**src/source/uart_pkg.sv**
```systemverilog
package uart_pkg;

  // ------------------------------
  // Activity monitor timing
  // ------------------------------

  // Hold counter width
  localparam int hold_cnt_w = 23;

  // Icon stays on for about 0.15 s at 28 MHz after the last traffic
  localparam logic [hold_cnt_w-1:0] activity_hold_default = 23'd4194303;

  // Serial lines idle high, any low level counts as traffic
  localparam logic uart_line_low = 1'b0;

endpackage

```
**src/source/video_pkg.sv**
```systemverilog
package video_pkg;

  // ------------------------------
  // Pixel stream
  // ------------------------------

  // Horizontal and vertical counters from the video timing generator
  localparam int coord_w = 9;

  // One color channel, three channels per pixel
  localparam int rgb_w = 3;

  localparam logic [rgb_w-1:0] chan_max = {rgb_w{1'b1}};
  localparam logic [rgb_w-1:0] chan_min = {rgb_w{1'b0}};

  // ------------------------------
  // Status icon geometry
  // ------------------------------

  // Square icon, side in pixels
  localparam int icon_size = 16;

  // Row and column index inside the icon
  localparam int icon_idx_w = 4;

  // Leftmost column of the icon window, covers 249 to 264
  localparam logic [coord_w-1:0] icon_x_first = 9'd249;

  // Top line of the window, counted back from the last line of the frame
  // Window spans this line and the following 15
  localparam logic [coord_w-1:0] icon_y_lead = 9'd21;

endpackage
```
**src/source/status_icon_overlay.sv**
```systemverilog
`timescale 1ns/1ps

module status_icon_overlay
  import video_pkg::*, uart_pkg::*;
#(
  parameter logic [hold_cnt_w-1:0] hold_cycles = activity_hold_default
) (
  input  logic               sysclk,
  input  logic               rst_n,
  input  logic [coord_w-1:0] hcnt,
  input  logic [coord_w-1:0] vcnt,
  input  logic [coord_w-1:0] end_count_v,
  input  logic [rgb_w-1:0]   rin,
  input  logic [rgb_w-1:0]   gin,
  input  logic [rgb_w-1:0]   bin,
  input  logic               uart_rx,
  input  logic               uart_tx,
  input  logic               wifi_enable,
  output logic [rgb_w-1:0]   r,
  output logic [rgb_w-1:0]   g,
  output logic [rgb_w-1:0]   b,
  output logic               uart_reset_n
);

  logic                  icon_visible;

  // Stage 1 to stage 2
  logic                  s1_window;
  logic [icon_idx_w-1:0] s1_row;
  logic [icon_idx_w-1:0] s1_col;
  logic [rgb_w-1:0]      s1_r;
  logic [rgb_w-1:0]      s1_g;
  logic [rgb_w-1:0]      s1_b;

  // Stage 2 to stage 3
  logic                  s2_bit;
  logic                  s2_window;
  logic [rgb_w-1:0]      s2_r;
  logic [rgb_w-1:0]      s2_g;
  logic [rgb_w-1:0]      s2_b;

  uart_activity_monitor #(
    .hold_cycles (hold_cycles)
  ) activity0 (
    .sysclk       (sysclk),
    .rst_n        (rst_n),
    .uart_rx      (uart_rx),
    .uart_tx      (uart_tx),
    .wifi_enable  (wifi_enable),
    .icon_visible (icon_visible),
    .uart_reset_n (uart_reset_n)
  );

  icon_window_locator locate0 (
    .sysclk      (sysclk),
    .rst_n       (rst_n),
    .hcnt        (hcnt),
    .vcnt        (vcnt),
    .end_count_v (end_count_v),
    .rin         (rin),
    .gin         (gin),
    .bin         (bin),
    .in_window   (s1_window),
    .icon_row    (s1_row),
    .icon_col    (s1_col),
    .rout        (s1_r),
    .gout        (s1_g),
    .bout        (s1_b)
  );

  icon_bitmap_fetch fetch0 (
    .sysclk      (sysclk),
    .rst_n       (rst_n),
    .wifi_enable (wifi_enable),
    .in_window   (s1_window),
    .icon_row    (s1_row),
    .icon_col    (s1_col),
    .rin         (s1_r),
    .gin         (s1_g),
    .bin         (s1_b),
    .icon_bit    (s2_bit),
    .window_out  (s2_window),
    .rout        (s2_r),
    .gout        (s2_g),
    .bout        (s2_b)
  );

  icon_overlay_mixer mix0 (
    .sysclk       (sysclk),
    .rst_n        (rst_n),
    .wifi_enable  (wifi_enable),
    .icon_visible (icon_visible),
    .icon_bit     (s2_bit),
    .in_window    (s2_window),
    .rin          (s2_r),
    .gin          (s2_g),
    .bin          (s2_b),
    .r            (r),
    .g            (g),
    .b            (b)
  );

endmodule

```
**src/source/icon_overlay_mixer.sv**
```systemverilog
`timescale 1ns/1ps

module icon_overlay_mixer
  import video_pkg::*;
(
  input  logic             sysclk,
  input  logic             rst_n,
  input  logic             wifi_enable,
  input  logic             icon_visible,
  input  logic             icon_bit,
  input  logic             in_window,
  input  logic [rgb_w-1:0] rin,
  input  logic [rgb_w-1:0] gin,
  input  logic [rgb_w-1:0] bin,
  output logic [rgb_w-1:0] r,
  output logic [rgb_w-1:0] g,
  output logic [rgb_w-1:0] b
);

  logic paint;

  // Icon pixel lit, inside the window, while the hold is running
  assign paint = in_window && icon_visible && icon_bit;

  always_ff @(posedge sysclk) begin
    if (!rst_n) begin
      r <= chan_min;
      g <= chan_min;
      b <= chan_min;
    end else if (paint && wifi_enable) begin
      // Link icon in green
      r <= chan_min;
      g <= chan_max;
      b <= chan_min;
    end else if (paint) begin
      // No-link icon in red
      r <= chan_max;
      g <= chan_min;
      b <= chan_min;
    end else begin
      r <= rin;
      g <= gin;
      b <= bin;
    end
  end

endmodule

```
**src/source/icon_bitmap_fetch.sv**
```systemverilog
`timescale 1ns/1ps

module icon_bitmap_fetch
  import video_pkg::*;
(
  input  logic                  sysclk,
  input  logic                  rst_n,
  input  logic                  wifi_enable,
  input  logic                  in_window,
  input  logic [icon_idx_w-1:0] icon_row,
  input  logic [icon_idx_w-1:0] icon_col,
  input  logic [rgb_w-1:0]      rin,
  input  logic [rgb_w-1:0]      gin,
  input  logic [rgb_w-1:0]      bin,
  output logic                  icon_bit,
  output logic                  window_out,
  output logic [rgb_w-1:0]      rout,
  output logic [rgb_w-1:0]      gout,
  output logic [rgb_w-1:0]      bout
);

  // Column 0 sits in the most significant bit of each row
  localparam logic [icon_idx_w-1:0] last_col = icon_idx_w'(icon_size - 1);

  // ------------------------------
  // Bitmaps, row 0 at the top
  // ------------------------------

  // Signal arcs, shown while the module is enabled
  localparam logic [icon_size-1:0] link_icon [icon_size] = '{
    16'b0000000000000000,
    16'b0000000000000000,
    16'b0000000000000000,
    16'b0000000000000000,
    16'b0000111111110000,
    16'b0000000000000000,
    16'b0000011111100000,
    16'b0000000000000000,
    16'b0000001111000000,
    16'b0000000000000000,
    16'b0000000110000000,
    16'b0000000110000000,
    16'b0000000000000000,
    16'b0000000000000000,
    16'b0000000000000000,
    16'b0000000000000000
  };

  // Crossed-out arcs in a ring
  localparam logic [icon_size-1:0] no_link_icon [icon_size] = '{
    16'b0000011111100000,
    16'b0000100000010000,
    16'b0011000000001100,
    16'b0010000000000100,
    16'b0100111111111110,
    16'b1000000000110010,
    16'b1000011111100001,
    16'b1000000110000001,
    16'b1000001111000001,
    16'b1000011000000001,
    16'b1000110000000001,
    16'b0101100110000010,
    16'b0011000000000100,
    16'b0011000000001100,
    16'b0000110000110000,
    16'b0000001111000000
  };

  logic [icon_size-1:0] sel_row;

  assign sel_row = wifi_enable ? link_icon[icon_row] : no_link_icon[icon_row];

  always_ff @(posedge sysclk) begin
    if (!rst_n) begin
      window_out <= 1'b0;
    end else begin
      window_out <= in_window;
    end
  end

  always_ff @(posedge sysclk) begin
    icon_bit <= sel_row[last_col - icon_col];
    rout     <= rin;
    gout     <= gin;
    bout     <= bin;
  end

endmodule

```
**src/source/icon_window_locator.sv**
```systemverilog
`timescale 1ns/1ps

module icon_window_locator
  import video_pkg::*;
(
  input  logic                  sysclk,
  input  logic                  rst_n,
  input  logic [coord_w-1:0]    hcnt,
  input  logic [coord_w-1:0]    vcnt,
  input  logic [coord_w-1:0]    end_count_v,
  input  logic [rgb_w-1:0]      rin,
  input  logic [rgb_w-1:0]      gin,
  input  logic [rgb_w-1:0]      bin,
  output logic                  in_window,
  output logic [icon_idx_w-1:0] icon_row,
  output logic [icon_idx_w-1:0] icon_col,
  output logic [rgb_w-1:0]      rout,
  output logic [rgb_w-1:0]      gout,
  output logic [rgb_w-1:0]      bout
);

  logic [coord_w-1:0] y_top;
  logic [coord_w-1:0] dx;
  logic [coord_w-1:0] dy;
  logic               in_x;
  logic               in_y;

  // Window top follows the frame height of the current video mode
  assign y_top = end_count_v - icon_y_lead;

  // Offsets from the window corner
  assign dx = hcnt - icon_x_first;
  assign dy = vcnt - y_top;

  assign in_x = (hcnt >= icon_x_first) && (dx < coord_w'(icon_size));
  assign in_y = (vcnt >= y_top) && (dy < coord_w'(icon_size));

  always_ff @(posedge sysclk) begin
    if (!rst_n) begin
      in_window <= 1'b0;
    end else begin
      in_window <= in_x && in_y;
    end
  end

  // Offsets only matter inside the window
  always_ff @(posedge sysclk) begin
    icon_row <= dy[icon_idx_w-1:0];
    icon_col <= dx[icon_idx_w-1:0];
    rout     <= rin;
    gout     <= gin;
    bout     <= bin;
  end

endmodule

```
**src/source/uart_activity_monitor.sv**
```systemverilog
`timescale 1ns/1ps

module uart_activity_monitor
  import uart_pkg::*;
#(
  parameter logic [hold_cnt_w-1:0] hold_cycles = activity_hold_default
) (
  input  logic sysclk,
  input  logic rst_n,
  input  logic uart_rx,
  input  logic uart_tx,
  input  logic wifi_enable,
  output logic icon_visible,
  output logic uart_reset_n
);

  logic [hold_cnt_w-1:0] hold_cnt;
  logic                  link_seen;
  logic                  rx_low;
  logic                  tx_low;
  logic                  hold_running;

  assign rx_low       = (uart_rx == uart_line_low);
  assign tx_low       = (uart_tx == uart_line_low);
  assign hold_running = (hold_cnt != '0);

  // ------------------------------
  // Hold counter and link detect
  // ------------------------------

  always_ff @(posedge sysclk) begin
    if (!rst_n) begin
      hold_cnt  <= hold_cycles;
      link_seen <= 1'b0;
    end else begin
      // Before a link is seen the counter only runs down once
      if (link_seen && (rx_low || tx_low)) begin
        hold_cnt <= hold_cycles;
      end else if (hold_running) begin
        hold_cnt <= hold_cnt - 1'b1;
      end
      // First receive edge inside the start-up window arms the monitor
      if (!link_seen && hold_running && rx_low) begin
        link_seen <= 1'b1;
      end
    end
  end

  assign icon_visible = hold_running;

  // Module held in reset while disabled and quiet
  always_ff @(posedge sysclk) begin
    if (!rst_n) begin
      uart_reset_n <= 1'b1;
    end else begin
      uart_reset_n <= wifi_enable || hold_running;
    end
  end

endmodule

```
**config.mk**
```make
export PLATFORM = sky130hd
export DESIGN_NAME = status_icon_overlay
export DESIGN_NICKNAME = d
export VERILOG_FILES = /design/src/source/uart_pkg.sv /design/src/source/video_pkg.sv /design/src/source/status_icon_overlay.sv /design/src/source/icon_overlay_mixer.sv /design/src/source/icon_bitmap_fetch.sv /design/src/source/icon_window_locator.sv /design/src/source/uart_activity_monitor.sv
export SDC_FILE = /design/constraint.sdc
export NUM_CORES = 1
export LEC_CHECK = 0
export BUFFER_PORTS_ARGS = -buffer_cell sky130_fd_sc_hd__buf_2
export CAP_MARGIN = 20
export CORE_ASPECT_RATIO = 0.8
export CORE_MARGIN = 2
export CORE_UTILIZATION = 52
export CTS_CLUSTER_DIAMETER = 50
export DETAILED_ROUTE_END_ITERATION = 10
export PLACE_DENSITY = 0.77
export SLEW_MARGIN = 40
export SYNTH_ARGS = -nofsm -noshare
export SYNTH_HDL_FRONTEND = slang
export SYNTH_SLANG_ARGS = --single-unit
```
**constraint.sdc**
```tcl
create_clock -name sysclk -period 3.17 [get_ports sysclk]
set_input_delay 0.951 -clock sysclk [delete_from_list [all_inputs] [get_ports sysclk]]
set_output_delay 0.951 -clock sysclk [all_outputs]
set_load 0.005 [all_outputs]
```
==> reports/results.ini <==
[sta]
unrepaired_setup_endpoints_after_global_routing = no
post-route-min-period_ps = 2870
timing_worst_slew_pin_value_ps = 784
clock_skew_ps = 8.09
final_cycle_utilization_of_the_critical_path_pct = 90.6
finalHoldViolations = 0
timing.slew.headroom_pct = 47.7
setup_viol = 0
finalSetupTns_ps = 0
hold_slack_ps = 328
max_clock_freq_mhz = 348
timing_max_transition_violations_final = 0
worst_slack_ps = 299

[setup_path]
cp_max_fo = 2
worst_setup_path_start_kind = input port
cp_data_arrival_time_ps = 3130
worst_setup_path_end_kind = register
timing.critical_path.required_ps = 3430
path_class = input port to register

[synth]
synth.cell_area_um2 = 3190
yosys.area_share.xor_xnor_pct = 6.31
synthesis.nets = 421
dominant_combinational_cell_family_by_area_after_synthesis = simple AND/OR/NAND/NOR gates
yosys.cell_types.count = 59
synthesis.area_per_instance_um2 = 8.79
synthAdderAreaFrac_pct = 6.90
synth_simple_gate_area_share_pct = 23.5
synthesis.instances = 363
synthMuxAreaShare_pct = 2.23
postSynthRegisterBits = 63
synth_top_flop_cell = sky130_fd_sc_hd__dfxtp_1
synth_seq_area_share_pct = 39.5
async_flop_share_pct = 0
ys_warn_count = 0
synth_compound_gate_area_share_pct = 17.0
synth_enable_flop_cells = 0

[floorplan]
fp-row-count = 25
floorplan.initialDensity_pct = 54.0
die_area_um2 = 6780
boundaryPins = 51
fp.coreArea_um2 = 5910
fp.dieW_um = 91.6
die-height_um = 74.1

[pwr]
power_per_cell_area_nw_per_um2 = 564
combPwrFrac_pct = 16.8
swShare_pct = 27.5
power.clock.fraction_pct = 40.7
ir_drop_uv = 487
p_switching_mw = 0.584
sequential_cell_fraction_of_total_power_pct = 42.6
p_leak_nw = 1.56
total_power_mw = 2.12
internal_power_mw = 1.54

[cts]
htree_num_levels = 3
ctsLongestPathBuffers = 2
cts_resized = 0
cts_tree = done
clkSinkCount = 63
hold_fix_buffer_count_after_cts = 0
cts_made_buffers = 9
clock_latency_ps = 330
clock-root-buffer = sky130_fd_sc_hd__clkbuf_8
postCtsSetupBuffers = 0
clkSlewWorstSetupHoldPaths_ps = 70

[route]
postRouteAntennaNets = 0
firstDrtPassIters = 4
maxUsedRoutingLayer = met4
routed_wl_um = 6390
route.met3.wl_um = 292
via_count = 2720
route.layer.met1.wl_um = 3180
viasPerCell = 5.45
wl_met2_um = 2850
drt_drc_violations_left = 0
wl_per_cell_um = 12.8
initialDrtViolationCount = 182

[placement]
placement.io_buffers = 50
finalWeightedCongestion = 0.854
dp_worst_setup_slack_ps = -37.5
place_hpwl_um = 4700

[finish]
final_util_pct = 63.7
max_flop_register = activity0.hold_cnt
largestRegisters = activity0.hold_cnt: 23 flops, locate0.icon_col: 4 flops, locate0.icon_row: 4 flops
layout-drive-gt1-share_pct = 18.9
final.fill_count = 501
antenna-diode-count = 0
combined_area_of_the_multi_input_logic_cells_um2 = 1800
register_area_um2 = 1260
finalNetCount = 471
largest_register_ffs = 23
syn2layout_area_growth_pct = 18.1

[grt]
globalRoute.totalOverflow = 0
maximum_number_of_pins_on_one_net_before_global_route_repair = 27
grt_usage_pct = 20.2
grt_antenna_before_repair = 0
vias_in_the_first_global_route = 2488
grt_pass1_wl_um = 11000

[outcome]
run_status = finished, final reports clean

[min_path]
type_of_the_most_critical_hold_path = register to register

[job]
max_cap_viol_count = 0

[final timing paths]
check                        startpoint                end  slack, ps  depth (start not counted)
setup / recovery         end_count_v[0]  locate0.in_window        300                         13
hold reg to reg         locate0.gout[1]     fetch0.gout[1]        330                          0
setup reg to reg  activity0.hold_cnt[0]          mix0.r[2]        740                          8
hold / removal          locate0.gout[1]     fetch0.gout[1]        330                          0
[layout make-up]
type                       count  area share (%)
clock buffer                   9            3.29
inverter                      21            2.09
sequential                    63            33.5
clock inverter                 7            3.39
multi-input combinational    264            47.6
tap                           81            2.69
timing repair buffer          54            7.44
[cells in the mapped netlist (4+ instances only)]
master	n	share of area, %
sky130_fd_sc_hd__nand3_1	10	1.6
sky130_fd_sc_hd__ha_1	16	6.3
sky130_fd_sc_hd__o21ai_0	24	3.8
sky130_fd_sc_hd__nand2b_1	10	2.0
sky130_fd_sc_hd__or3_1	8	1.6
sky130_fd_sc_hd__a31oi_1	5	0.98
sky130_fd_sc_hd__nand4b_1	4	1.1
sky130_fd_sc_hd__xnor2_1	17	4.7
sky130_fd_sc_hd__o211ai_1	4	0.94
sky130_fd_sc_hd__a21oi_1	13	2.0
sky130_fd_sc_hd__inv_1	21	2.5
sky130_fd_sc_hd__xor2_1	6	1.6
sky130_fd_sc_hd__nor2_1	14	1.6
sky130_fd_sc_hd__nand2_1	37	4.4
sky130_fd_sc_hd__and3_1	4	0.78
sky130_fd_sc_hd__nor2b_1	8	1.6
sky130_fd_sc_hd__clkbuf_1	12	1.4
sky130_fd_sc_hd__nor3_1	13	2.0
sky130_fd_sc_hd__nand4_1	6	1.2
sky130_fd_sc_hd__nor4_1	7	1.4
sky130_fd_sc_hd__dfxtp_1	63	40
sky130_fd_sc_hd__mux2i_1	6	1.9
sky130_fd_sc_hd__a21boi_0	4	0.94
sky130_fd_sc_hd__o2111ai_1	4	1.1
[stage by stage]
step	area (um2)	cells
after global routing	3770	499
final	3770	499
after detailed placement	3510	483
after CTS	3760	499
after floorplan	3190	363
after global placement	3510	483
[per-layer routing]
layer,GRT usage [%],vias to the layer above
met4,7.41,0
met2,32.6,66
li1,-,1418
met3,4.96,8
met5,0,-
met1,26.6,1228
[critical path, cell delays in order]
cell and delay, ps:
sky130_fd_sc_hd__buf_2 100, sky130_fd_sc_hd__inv_1 60, sky130_fd_sc_hd__ha_1 180, sky130_fd_sc_hd__nor2b_1 60, sky130_fd_sc_hd__o21ai_0 170, sky130_fd_sc_hd__nor2b_1 180, sky130_fd_sc_hd__nor3b_1 240, sky130_fd_sc_hd__xnor2_1 100
sky130_fd_sc_hd__ha_1 300, sky130_fd_sc_hd__o21ai_0 90, sky130_fd_sc_hd__a2111oi_0 360, sky130_fd_sc_hd__o2111ai_1 180, sky130_fd_sc_hd__nor3_1 150
[cells by family after synthesis]
| family | Yosys count |
|---|---|
| multiplexers | 7 |
| XOR/XNOR | 23 |
| buffers and inverters | 36 |
| flip-flops | 63 |
| AND/OR/NAND/NOR | 136 |
| adder cells (fa/ha/maj) | 17 |
| AO/OA/AOI/OAI | 81 |
[cells in the final DEF (no fill, tap or decap), types with 6 or more instances in the layout]
cell / synthesis / final
sky130_fd_sc_hd__ha_1: 16 / 16
sky130_fd_sc_hd__mux2i_1: 6 / 6
sky130_fd_sc_hd__clkbuf_8: 0 / 9
sky130_fd_sc_hd__xnor2_1: 17 / 17
sky130_fd_sc_hd__nand3_1: 10 / 10
sky130_fd_sc_hd__a21oi_1: 13 / 13
sky130_fd_sc_hd__or3_1: 8 / 8
sky130_fd_sc_hd__buf_2: 1 / 50
sky130_fd_sc_hd__nand2b_1: 10 / 10
sky130_fd_sc_hd__nand4_1: 6 / 6
sky130_fd_sc_hd__xor2_1: 6 / 6
sky130_fd_sc_hd__nor2_1: 14 / 14
sky130_fd_sc_hd__nor4_1: 7 / 7
sky130_fd_sc_hd__dfxtp_1: 63 / 63
sky130_fd_sc_hd__o21ai_0: 24 / 24
sky130_fd_sc_hd__nor2b_1: 8 / 8
sky130_fd_sc_hd__nand2_1: 37 / 37
sky130_fd_sc_hd__nor3_1: 13 / 13
sky130_fd_sc_hd__inv_1: 21 / 21
[power by group through the flow]
stage                     registers (mW)  clock network, mW  logic (mW)
final                              0.904              0.864       0.356
after global routing               0.913              0.914       0.403
after CTS                          0.902              0.875       0.353
after detailed placement           0.920                  0       0.350
after global placement             0.918                  0       0.341
after floorplan                    0.872                  0       0.297
No activity file was read; power rests on OpenSTA's default activity.
